===== src/common/csr_defs.svh =====
`ifndef CSR_DEFS_SVH
`define CSR_DEFS_SVH

// Data width of every machine CSR
`define CSR_XLEN            32

// Writable bits per register
`define CSR_WMASK_MSTATUS   32'h007E19AA
`define CSR_WMASK_MISA      32'h3C000000
`define CSR_WMASK_MIE       32'h00000888
`define CSR_WMASK_MTVEC     32'hFFFFFFFC
`define CSR_WMASK_MEPC      32'hFFFFFFFC
`define CSR_WMASK_FULL      32'hFFFFFFFF
`define CSR_WMASK_NONE      32'h00000000

// RV32I, MXL = 1
`define CSR_MISA_RESET      32'h40000100

// mstatus fields
`define CSR_MSTATUS_MIE     3
`define CSR_MSTATUS_MPIE    7
`define CSR_MSTATUS_MPP_LO  11

// Instruction size, used for the return address after a trap
`define CSR_INSTR_BYTES     32'd4

`endif


===== src/common/csr_pkg.sv =====
`default_nettype none

`include "csr_defs.svh"

package csr_pkg;

    // CSR instruction flavour
    typedef enum logic [1:0] {
        CSR_NONE  = 2'd0,
        CSR_WRITE = 2'd1,
        CSR_SET   = 2'd2,
        CSR_CLEAR = 2'd3
    } csr_op_e;

    // Machine CSR addresses, implemented and read-as-zero ones
    typedef enum logic [11:0] {
        CSR_MSTATUS    = 12'h300,
        CSR_MISA       = 12'h301,
        CSR_MIE        = 12'h304,
        CSR_MTVEC      = 12'h305,
        CSR_MSCRATCH   = 12'h340,
        CSR_MEPC       = 12'h341,
        CSR_MCAUSE     = 12'h342,
        CSR_MTVAL      = 12'h343,
        CSR_MIP        = 12'h344,
        CSR_MVENDORID  = 12'hF11,
        CSR_MARCHID    = 12'hF12,
        CSR_MIMPID     = 12'hF13,
        CSR_MHARTID    = 12'hF14,
        CSR_MCONFIGPTR = 12'hF15
    } csr_addr_e;

    // Standard synchronous exception codes
    typedef enum logic [31:0] {
        EXC_INSTR_MISALIGNED    = 32'd0,
        EXC_INSTR_ACCESS_FAULT  = 32'd1,
        EXC_ILLEGAL_INSTRUCTION = 32'd2,
        EXC_BREAKPOINT          = 32'd3,
        EXC_LOAD_MISALIGNED     = 32'd4,
        EXC_LOAD_ACCESS_FAULT   = 32'd5,
        EXC_STORE_MISALIGNED    = 32'd6,
        EXC_STORE_ACCESS_FAULT  = 32'd7,
        EXC_ECALL_U             = 32'd8,
        EXC_ECALL_M             = 32'd11
    } exc_code_e;

    typedef enum logic [1:0] {
        PRIV_U = 2'b00,
        PRIV_M = 2'b11
    } priv_e;

    // One of these per cycle, picked by trap_ctrl
    typedef enum logic [1:0] {
        ACT_IDLE  = 2'd0,
        ACT_TRAP  = 2'd1,
        ACT_MRET  = 2'd2,
        ACT_WRITE = 2'd3
    } csr_action_e;

    typedef struct packed {
        logic                 rd_en;
        logic                 wr_en;
        logic                 killed;
        csr_op_e              op;
        logic [11:0]          addr;
        logic [`CSR_XLEN-1:0] data;
    } csr_req_t;

    typedef struct packed {
        logic                 raise_exception;
        logic                 machine_return;
        exc_code_e            cause;
        logic [`CSR_XLEN-1:0] pc;
        logic [`CSR_XLEN-1:0] instruction;
    } trap_req_t;

    // Full machine CSR state as seen by the write path
    typedef struct packed {
        logic [`CSR_XLEN-1:0] mstatus;
        logic [`CSR_XLEN-1:0] misa;
        logic [`CSR_XLEN-1:0] mie;
        logic [`CSR_XLEN-1:0] mtvec;
        logic [`CSR_XLEN-1:0] mscratch;
        logic [`CSR_XLEN-1:0] mepc;
        logic [`CSR_XLEN-1:0] mcause;
        logic [`CSR_XLEN-1:0] mtval;
        logic [`CSR_XLEN-1:0] mip;
    } csr_regs_t;

endpackage

`default_nettype wire


===== src/verilog/csr_write_path.sv =====
`timescale 1ns/100ps
`default_nettype none

`include "csr_defs.svh"

module csr_write_path (
    input  logic [11:0]          addr,
    input  csr_pkg::csr_op_e     op,
    input  logic [`CSR_XLEN-1:0] data,
    input  csr_pkg::csr_regs_t   regs,
    output logic [`CSR_XLEN-1:0] wdata
);
    import csr_pkg::*;

    logic [`CSR_XLEN-1:0] current_val;
    logic [`CSR_XLEN-1:0] wmask;

    // Address decode to current value and writable bits
    always_comb begin
        current_val = '0;
        wmask       = `CSR_WMASK_NONE;
        case (addr)
            CSR_MSTATUS: begin
                current_val = regs.mstatus;
                wmask       = `CSR_WMASK_MSTATUS;
            end
            CSR_MISA: begin
                current_val = regs.misa;
                wmask       = `CSR_WMASK_MISA;
            end
            CSR_MIE: begin
                current_val = regs.mie;
                wmask       = `CSR_WMASK_MIE;
            end
            CSR_MTVEC: begin
                current_val = regs.mtvec;
                wmask       = `CSR_WMASK_MTVEC;
            end
            CSR_MSCRATCH: begin
                current_val = regs.mscratch;
                wmask       = `CSR_WMASK_FULL;
            end
            CSR_MEPC: begin
                current_val = regs.mepc;
                wmask       = `CSR_WMASK_MEPC;
            end
            CSR_MCAUSE: begin
                current_val = regs.mcause;
                wmask       = `CSR_WMASK_FULL;
            end
            CSR_MTVAL: begin
                current_val = regs.mtval;
                wmask       = `CSR_WMASK_FULL;
            end
            // mip has no writable bits, no interrupt sources here
            CSR_MIP: begin
                current_val = regs.mip;
                wmask       = `CSR_WMASK_NONE;
            end
            default: begin
                current_val = '0;
                wmask       = `CSR_WMASK_NONE;
            end
        endcase
    end

    // Write, set or clear, all under the mask
    always_comb begin
        case (op)
            CSR_WRITE: wdata = data & wmask;
            CSR_SET:   wdata = (current_val | data) & wmask;
            CSR_CLEAR: wdata = (current_val & ~data) & wmask;
            default:   wdata = '0;
        endcase
    end

endmodule

`default_nettype wire


===== src/verilog/trap_ctrl.sv =====
`timescale 1ns/100ps
`default_nettype none

module trap_ctrl (
    input  logic                 clk,
    input  logic                 reset,
    input  csr_pkg::csr_req_t    csr_req,
    input  csr_pkg::trap_req_t   trap_req,
    input  csr_pkg::priv_e       mpp,
    output csr_pkg::csr_action_e action,
    output csr_pkg::priv_e       prev_priv,
    output csr_pkg::priv_e       priv
);
    import csr_pkg::*;

    priv_e priv_q;
    priv_e priv_d;
    priv_e ret_priv;

    // One action per cycle, return first, then trap, then CSR write
    always_comb begin
        if (!reset) begin
            action = ACT_IDLE;
        end else if (trap_req.machine_return) begin
            action = ACT_MRET;
        end else if (trap_req.raise_exception) begin
            action = ACT_TRAP;
        end else if (csr_req.wr_en && !csr_req.killed) begin
            action = ACT_WRITE;
        end else begin
            action = ACT_IDLE;
        end
    end

    // MPP is writable with 01/10 as well; only U is honoured, the rest go back to M
    assign ret_priv = (mpp == PRIV_U) ? PRIV_U : PRIV_M;

    always_comb begin
        case (action)
            ACT_TRAP: priv_d = PRIV_M;
            ACT_MRET: priv_d = ret_priv;
            default:  priv_d = priv_q;
        endcase
    end

    always_ff @(posedge clk) begin
        if (!reset) begin
            priv_q <= PRIV_M;
        end else begin
            priv_q <= priv_d;
        end
    end

    // Level before the trap, saved into MPP by the bank
    assign prev_priv = priv_q;
    assign priv      = priv_q;

    // Only U and M exist, whatever the bank hands back as MPP
    a_priv_legal: assert property (
        @(posedge clk) disable iff (!reset)
        priv_q inside {PRIV_U, PRIV_M}
    );

endmodule

`default_nettype wire


===== src/csr_bank/csr_bank.sv =====
`timescale 1ns/100ps
`default_nettype none

`include "csr_defs.svh"

module csr_bank (
    input  logic                 clk,
    input  logic                 reset,
    input  csr_pkg::csr_action_e action,
    input  csr_pkg::priv_e       prev_priv,
    input  csr_pkg::csr_req_t    csr_req,
    input  csr_pkg::trap_req_t   trap_req,
    input  logic [`CSR_XLEN-1:0] wdata,
    output csr_pkg::csr_regs_t   regs,
    output csr_pkg::priv_e       mpp,
    output logic [`CSR_XLEN-1:0] rdata,
    output logic [`CSR_XLEN-1:0] mtvec,
    output logic [`CSR_XLEN-1:0] mepc
);
    import csr_pkg::*;

    csr_regs_t            regs_q;
    logic [`CSR_XLEN-1:0] trap_epc;
    logic [`CSR_XLEN-1:0] trap_tval;

    // ECALL from M returns to the ecall itself, everything else skips ahead.
    // IALIGN is 32, so the low bits of mepc are forced to zero
    assign trap_epc = ((trap_req.cause == EXC_ECALL_M) ? trap_req.pc
                                                       : trap_req.pc + `CSR_INSTR_BYTES)
                      & `CSR_WMASK_MEPC;

    // Faulting instruction for illegal ops, pc otherwise
    assign trap_tval = (trap_req.cause == EXC_ILLEGAL_INSTRUCTION) ? trap_req.instruction
                                                                   : trap_req.pc;

    always_ff @(posedge clk) begin
        if (!reset) begin
            regs_q      <= '0;
            regs_q.misa <= `CSR_MISA_RESET;
        end else begin
            case (action)
                ACT_MRET: begin
                    regs_q.mstatus[`CSR_MSTATUS_MIE] <= regs_q.mstatus[`CSR_MSTATUS_MPIE];
                end
                ACT_TRAP: begin
                    regs_q.mcause                          <= trap_req.cause;
                    regs_q.mstatus[`CSR_MSTATUS_MPP_LO +: 2] <= prev_priv;
                    regs_q.mstatus[`CSR_MSTATUS_MPIE]      <= regs_q.mstatus[`CSR_MSTATUS_MIE];
                    regs_q.mstatus[`CSR_MSTATUS_MIE]       <= 1'b0;
                    regs_q.mepc                            <= trap_epc;
                    regs_q.mtval                           <= trap_tval;
                end
                ACT_WRITE: begin
                    case (csr_req.addr)
                        CSR_MSTATUS:  regs_q.mstatus  <= wdata;
                        CSR_MISA:     regs_q.misa     <= wdata;
                        CSR_MIE:      regs_q.mie      <= wdata;
                        CSR_MTVEC:    regs_q.mtvec    <= wdata;
                        CSR_MSCRATCH: regs_q.mscratch <= wdata;
                        CSR_MEPC:     regs_q.mepc     <= wdata;
                        CSR_MCAUSE:   regs_q.mcause   <= wdata;
                        CSR_MTVAL:    regs_q.mtval    <= wdata;
                        CSR_MIP:      regs_q.mip      <= wdata;
                        default:      ;
                    endcase
                end
                default: ;
            endcase
        end
    end

    // Read port, combinational
    always_comb begin
        rdata = '0;
        if (csr_req.rd_en && !csr_req.killed) begin
            case (csr_req.addr)
                CSR_MSTATUS:    rdata = regs_q.mstatus;
                CSR_MISA:       rdata = regs_q.misa;
                CSR_MIE:        rdata = regs_q.mie;
                CSR_MTVEC:      rdata = regs_q.mtvec;
                CSR_MSCRATCH:   rdata = regs_q.mscratch;
                CSR_MEPC:       rdata = regs_q.mepc;
                CSR_MCAUSE:     rdata = regs_q.mcause;
                CSR_MTVAL:      rdata = regs_q.mtval;
                CSR_MIP:        rdata = regs_q.mip;
                // Identity registers read as zero
                CSR_MVENDORID,
                CSR_MARCHID,
                CSR_MIMPID,
                CSR_MHARTID,
                CSR_MCONFIGPTR: rdata = '0;
                default:        rdata = '0;
            endcase
        end
    end

    assign regs  = regs_q;
    assign mpp   = priv_e'(regs_q.mstatus[`CSR_MSTATUS_MPP_LO +: 2]);
    assign mtvec = regs_q.mtvec;
    assign mepc  = regs_q.mepc;

    // Write masks and trap path together keep both vectors word aligned
    a_vec_aligned: assert property (
        @(posedge clk) disable iff (!reset)
        (regs_q.mtvec[1:0] == 2'b00) && (regs_q.mepc[1:0] == 2'b00)
    );

    // mip is writable only through a zero mask
    a_mip_zero: assert property (
        @(posedge clk) disable iff (!reset)
        regs_q.mip == '0
    );

endmodule

`default_nettype wire


===== src/verilog/csr_unit_top.sv =====
`timescale 1ns/100ps
`default_nettype none

`include "csr_defs.svh"

module csr_unit_top (
    input  logic                 clk,
    input  logic                 reset,
    input  csr_pkg::csr_req_t    csr_req,
    input  csr_pkg::trap_req_t   trap_req,
    output logic [`CSR_XLEN-1:0] rdata,
    output logic [`CSR_XLEN-1:0] mtvec,
    output logic [`CSR_XLEN-1:0] mepc,
    output csr_pkg::priv_e       priv
);
    import csr_pkg::*;

    csr_action_e          action;
    priv_e                prev_priv;
    priv_e                mpp;
    csr_regs_t            regs;
    logic [`CSR_XLEN-1:0] wdata;

    trap_ctrl u_trap_ctrl (
        .clk       (clk),
        .reset     (reset),
        .csr_req   (csr_req),
        .trap_req  (trap_req),
        .mpp       (mpp),
        .action    (action),
        .prev_priv (prev_priv),
        .priv      (priv)
    );

    csr_write_path u_write_path (
        .addr  (csr_req.addr),
        .op    (csr_req.op),
        .data  (csr_req.data),
        .regs  (regs),
        .wdata (wdata)
    );

    csr_bank u_bank (
        .clk       (clk),
        .reset     (reset),
        .action    (action),
        .prev_priv (prev_priv),
        .csr_req   (csr_req),
        .trap_req  (trap_req),
        .wdata     (wdata),
        .regs      (regs),
        .mpp       (mpp),
        .rdata     (rdata),
        .mtvec     (mtvec),
        .mepc      (mepc)
    );

endmodule

`default_nettype wire


===== config.mk =====
export PLATFORM = sky130hd
export DESIGN_NAME = csr_unit_top
export DESIGN_NICKNAME = d
export VERILOG_FILES = /design/src/common/csr_pkg.sv /design/src/verilog/csr_write_path.sv /design/src/verilog/trap_ctrl.sv /design/src/csr_bank/csr_bank.sv /design/src/verilog/csr_unit_top.sv
export VERILOG_INCLUDE_DIRS = /design/src /design/src/common
export SDC_FILE = /design/constraint.sdc
export NUM_CORES = 1
export LEC_CHECK = 0
export BUFFER_PORTS_ARGS = -buffer_cell sky130_fd_sc_hd__buf_2
export CAP_MARGIN = 25
export CORE_MARGIN = 5
export CORE_UTILIZATION = 53
export CTS_BUF_LIST = sky130_fd_sc_hd__clkbuf_8
export DETAILED_ROUTE_END_ITERATION = 10
export MAX_ROUTING_LAYER = met4
export PLACE_DENSITY = 0.87
export SYNTH_ARGS = -nofsm -noshare
export SYNTH_HDL_FRONTEND = slang
export SYNTH_SLANG_ARGS = --single-unit

===== constraint.sdc =====
create_clock -name clk -period 3.3 [get_ports clk]
set_clock_uncertainty 0.2 [all_clocks]
set_input_delay 0.495 -clock clk [delete_from_list [all_inputs] [get_ports clk]]
set_output_delay 0.495 -clock clk [all_outputs]
set_load 0.02 [all_outputs]

* Word-level counts from Yosys, hierarchy flattened
Cells that the tools add are included.
** Cells by class
- Add/sub/neg operators :: 1
- Equality and inequality tests :: 21
- Multiplexer cells :: 20
- Bitwise operators :: 6
- Reduce and logical (&&, ||, !) cells :: 20
** Operators with widths (count)
- $pmux W32 S9 :: 1
- $mux W32 :: 6
- $pmux W96 S2 :: 1
- $pmux W32 S5 :: 1
- $and A32 B32 Y32 :: 4
- $eq A12 B10 Y1 const B :: 9
- $pmux W32 S3 :: 1
- $add A32 B3 Y32 const B :: 1
- $eq A32 B2 Y1 const B :: 1
- $eq A32 B4 Y1 const B :: 1
- $not A32 Y32 :: 1
- $or A32 B32 Y32 :: 1
- $reduce_and A2 Y1 :: 11
- $mux W13 :: 1
- $mux W2 :: 5
- $eq A2 B2 Y1 const B :: 4
- $ne A2 B1 Y1 const B :: 4
- $pmux W2 S2 :: 2
- $eq A2 B1 Y1 const B :: 2
- $reduce_bool A2 Y1 :: 2
- $pmux W1 S3 :: 1
- $reduce_bool A3 Y1 :: 1
- $reduce_or A3 Y1 :: 1
- $logic_and A1 B1 Y1 :: 2
- 4 further kinds :: 4
** Word-level totals
- Flip-flop bits (word level) :: 290
- Input bits :: 149

* Depth between registers and ports, before layout
- Word-level depth :: 9
- Gate-level depth with buffers :: 13
- Depth with buffers taken out :: 12

* Hierarchy
A second synthesis with hierarchy kept.
** Second synthesis, totals
- Cells, all modules :: 2347
- Area total of the unflattened synthesis :: 17729.5 µm²
** Modules (own cells, without submodules)
- csr_bank :: instances 1, cells an instance 1899, area each 14551.5 µm²
- csr_write_path :: instances 1, cells an instance 434, area each 3056.7 µm²
- trap_ctrl :: instances 1, cells an instance 14, area each 121.4 µm²

* Least setup slack after synthesis
OpenSTA, ideal clock, no wires.
- Kind :: input -> register
- From :: input port reset
- To :: register u_bank.regs_q, in the netlist u_bank.regs[41]
- Setup time :: 0.116 ns
- Arrival time :: 2.959 ns
- Data required time :: 2.984 ns
- Path slack :: 0.025 ns
- Cell stages on the path :: 13
- Path through :: clkbuf_1 > clkbuf_1 > o21ai_0 > inv_1 > ha_1 > clkbuf_1 > clkinv_1 > nor4_1 > or2_1 > buf_2 > buf_2 > nor2_1 > a31o_2
** Between the ends
- Word-level cells in the longest chain between the ends :: 4
- Elaborated cells between the ends (all ways) :: 7
- Classes of those cells :: 3 x eq/ne; 2 x mux; 2 x reduce/logical
** Ends and longest elaborated chain
- from (decl) :: RTL line csr_unit_top.sv:8 : input logic reset,
- $mux W2 :: RTL line trap_ctrl.sv:22 : if (!reset) begin
- $eq A2 B2 Y1 or $eq A2 B1 Y1 (tied branches) :: RTL line csr_bank.sv:41 : case (action)
- $ne A2 B1 Y1 (no line) or $reduce_bool A2 Y1 (tied branches)
- $reduce_and A2 Y1 (no line)
- to (decl) :: RTL line csr_bank.sv:22 : csr_regs_t regs_q;
Parallel ways exist; a longest one is shown, timed or not.
A chain may end at the register's enable or synchronous reset.

* Final worst setup path
- From :: input port csr_req[32] (netlist bit)
- To :: output port rdata[23]
** Between the ends
- Word-level cells in the longest chain between the ends :: 3
- Elaborated cells between the ends (all ways) :: 11
- Classes of those cells :: 9 x eq/ne; 2 x mux
** Ends and longest elaborated chain
- from (decl) :: RTL line csr_unit_top.sv:9 : input csr_pkg::csr_req_t csr_req,
- $eq A12 B10 Y1 :: RTL line csr_bank.sv:76 : case (csr_req.addr)
- $pmux W32 S9 (*) :: RTL line csr_bank.sv:76
- $mux W32 (*) :: RTL line csr_bank.sv:75 : if (csr_req.rd_en && !csr_req.killed) begin
- to (decl) :: RTL line csr_unit_top.sv:11 : output logic [`CSR_XLEN-1:0] rdata,
Mark *: on every way between the ends. The rest lies on a longest branch, timed or not.

==> results.ini <==
[run_status]
status=finished with violations
violations=negative setup slack

[synthesis]
syn_inst=1795
synthArstFlopShare=0
yosysSeqAreaShare=0.374
ys_types=94
syn_area_sq_um=15500
ys_warn_count=0
dominantRegCellSynth=dfxtp_1
synthesis.nets=1948
avgSynthCellArea_sq_um=8.61
ys_ff_latch=289
synth_edf_count=0

[worst_setup_path]
r2r_cells=7
max_stage_delay_ps=520
reg2reg_from=u_bank.regs[55]$_SDFFE_PN0P_
cp.required_ps=2600
startpoint_type=primary input
r2r-end=u_bank.mepc[23]$_SDFFE_PN0P_
crit_fanout=18
r2r_slack_ps=700
arrival_ps=2610
crit_chain=buf_4, nor3b_2, nand4_1, o221ai_1, nor2b_1, buf_2
critical-path-slowest-cell=nand4_1
critical_path_class=primary input to output port
endpoint_kind=output port

[route]
ant_nets=0
finalWirelength_microns=66600
drc=0
wl_per_cell_microns=27.0
drt_iter0_markers=2584
via_count=16500
drtPass1Iterations=7
avgViaCountPerCell=6.68

[clock_network]
clk_latency_ps=580
h-tree-depth=2
postCtsHoldBufs=0
ctsLongestPathBuffers=3
clockRootBuffer=clkbuf_8
path_clk_slew_ps=60
tritoncts=done
numClockSinks=289
cts_buffers=48

[floorplanning]
coreArea_sq_um=28800
start_util=0.537
ios=247
die_x_microns=181
rows=62
die_h_microns=181
dieArea_sq_um=32700

[sta]
final-hold-violation-count=0
drv_slew=0
tightest_slew_ps=1020
fin_crit_ps=3300
hold_slack_ps=57.7
grt_setup_unrepaired=no
relSlewSlack=0.317
setup_ws_ps=-3.65
setup_viol=1
post-route-period-util=1.00
timing.fmax_ghz=0.303
fin_tns_setup_ps=-3.65

[global_routing]
grt_pass1_wl_microns=98300
grt_max_degree=103
grtUsageTotal=0.396
overflow=0
grt_antenna_before_repair=1
grt_pass1_vias=15600

[cells_and_area]
drive_gt1_frac=0.297
fin_cells=2467
fin_nets=2203
seq_area_sq_um=5790
n_fill_cell=2410
final_common_cell=dfxtp_1
multi_input_area_sq_um=8480
layout_common_cells=dfxtp_1, buf_2, nor2_1
syn_to_final_growth_pct=19.6

[place]
pre_cts_slack_ps=-2.41
hpwl_microns=50100
place_inst=2384
gp_congestion=1.05
port_buffers=246

[power]
power_density_nw_per_um2=412
total_leakage_power_uw=0.00785
vdd_drop_max_mv=0.202

[hold_path]
worstHoldEndpoint=u_bank.regs[80]$_SDFFE_PN0P_
hold_path_depth=3
min-delay-start=trap_req[80]
hp-class=primary input to flop

[run]
drv_cap=0

-- worst max path at each step --
| stage | startpoint | end | cells after the start |
|---|---|---|---|
| 4_1_cts | csr_req[39] | rdata[20] | 9 |
| 3_3_place_gp | csr_req[39] | rdata[19] | 8 |
| 6_report | csr_req[32] | rdata[23] | 6 |
| 3_5_place_dp | csr_req[39] | rdata[27] | 8 |
| 2_1_floorplan | reset | u_bank.regs[41]$_SDFFE_PN0P_ | 13 |
| 5_1_grt | csr_req[38] | rdata[1] | 9 |
-- sequential cells by signal (all words and copies together) (netlist names) --
register and cells:
u_bank.regs 222, u_bank.mpp 2, u_trap_ctrl.prev_priv 1, u_bank.mepc 32, u_bank.mtvec 32
-- synthesized netlist by cell type (all sizes together) (24+ instances only) --
library cell    n  area share
mux2           53       0.039
mux2i          67       0.043
and3           94       0.038
nor4           26       0.014
a211oi         33       0.016
nor3           24       0.012
nand2         141       0.034
nand3          32       0.010
o21ai          87       0.028
clkbuf         92       0.022
and2           42       0.017
dfxtp         289        0.37
a22oi          28       0.014
nor2          191       0.047
buf           120       0.052
o221a          28       0.020
a21oi          95       0.031
-- power by group --
| group | switching [uW] | internal [uW] | leakage (uW) | total [uW] |
|---|---|---|---|---|
| clock | 1470 | 1590 | 0.000539 | 3060 |
| sequential | 55.7 | 3550 | 0.00234 | 3610 |
| combinational | 599 | 355 | 0.00497 | 954 |
| total | 2130 | 5500 | 0.00785 | 7630 |
-- repair_timing --
action,in CTS,in global routing
buffers inserted,0,0
setup endpoints to repair,1,4
endpoints found under the hold margin,0,0
resized for setup,1,2
-- critical path, delay by kind of cell --
family	cells	cell delay [ps]
AO/OA/AOI/OAI	1	500
AND/OR/NAND/NOR	3	1100
buffers and inverters	2	510
-- through the flow --
step | power [uW] | utilization | area (sq um)
floorplan | 4140 | - | 15500
global placement | 4580 | 0.611 | 17600
detailed placement | 4590 | 0.611 | 17600
CTS | 7580 | 0.642 | 18500
global route | 7800 | 0.643 | 18500
finish | 7630 | 0.643 | 18500
-- final cells by class --
class / count / share of cell area
Inverter: 22 / 0.00446
Clock inverter: 27 / 0.00778
Clock buffer: 55 / 0.0409
Antenna cell: 1 / 0.000135
Multi-Input combinational cell: 1272 / 0.459
Sequential cell: 289 / 0.313
Timing Repair Buffer: 417 / 0.149
Tap cell: 384 / 0.0260
-- logic make-up (layout without fill, tap and decap cells) --
logic type	Yosys count	count (layout)	share of synthesized area
multiplexers	124	124	0.0878
adder cells (fa/ha/maj)	4	4	0.00324
XOR/XNOR	31	31	0.0176
AND/OR/NAND/NOR	652	652	0.221
flip-flops	289	289	0.374
AO/OA/AOI/OAI	461	461	0.216
other	0	1	0
buffers and inverters	234	521	0.0797
-- layer usage --
metal | routed length [microns] | part of all wire | track usage | vias up
met3 | 8840 | 0.13 | 0.0816 | 220
met5 | 0 | 0 | - | -
met1 | 26700 | 0.40 | 0.548 | 7852
met4 | 2970 | 0.045 | 0.145 | 0
met2 | 28100 | 0.42 | 0.573 | 1362
li1 | - | - | - | 7043
Note: power is estimated with default switching activity, not from simulation.
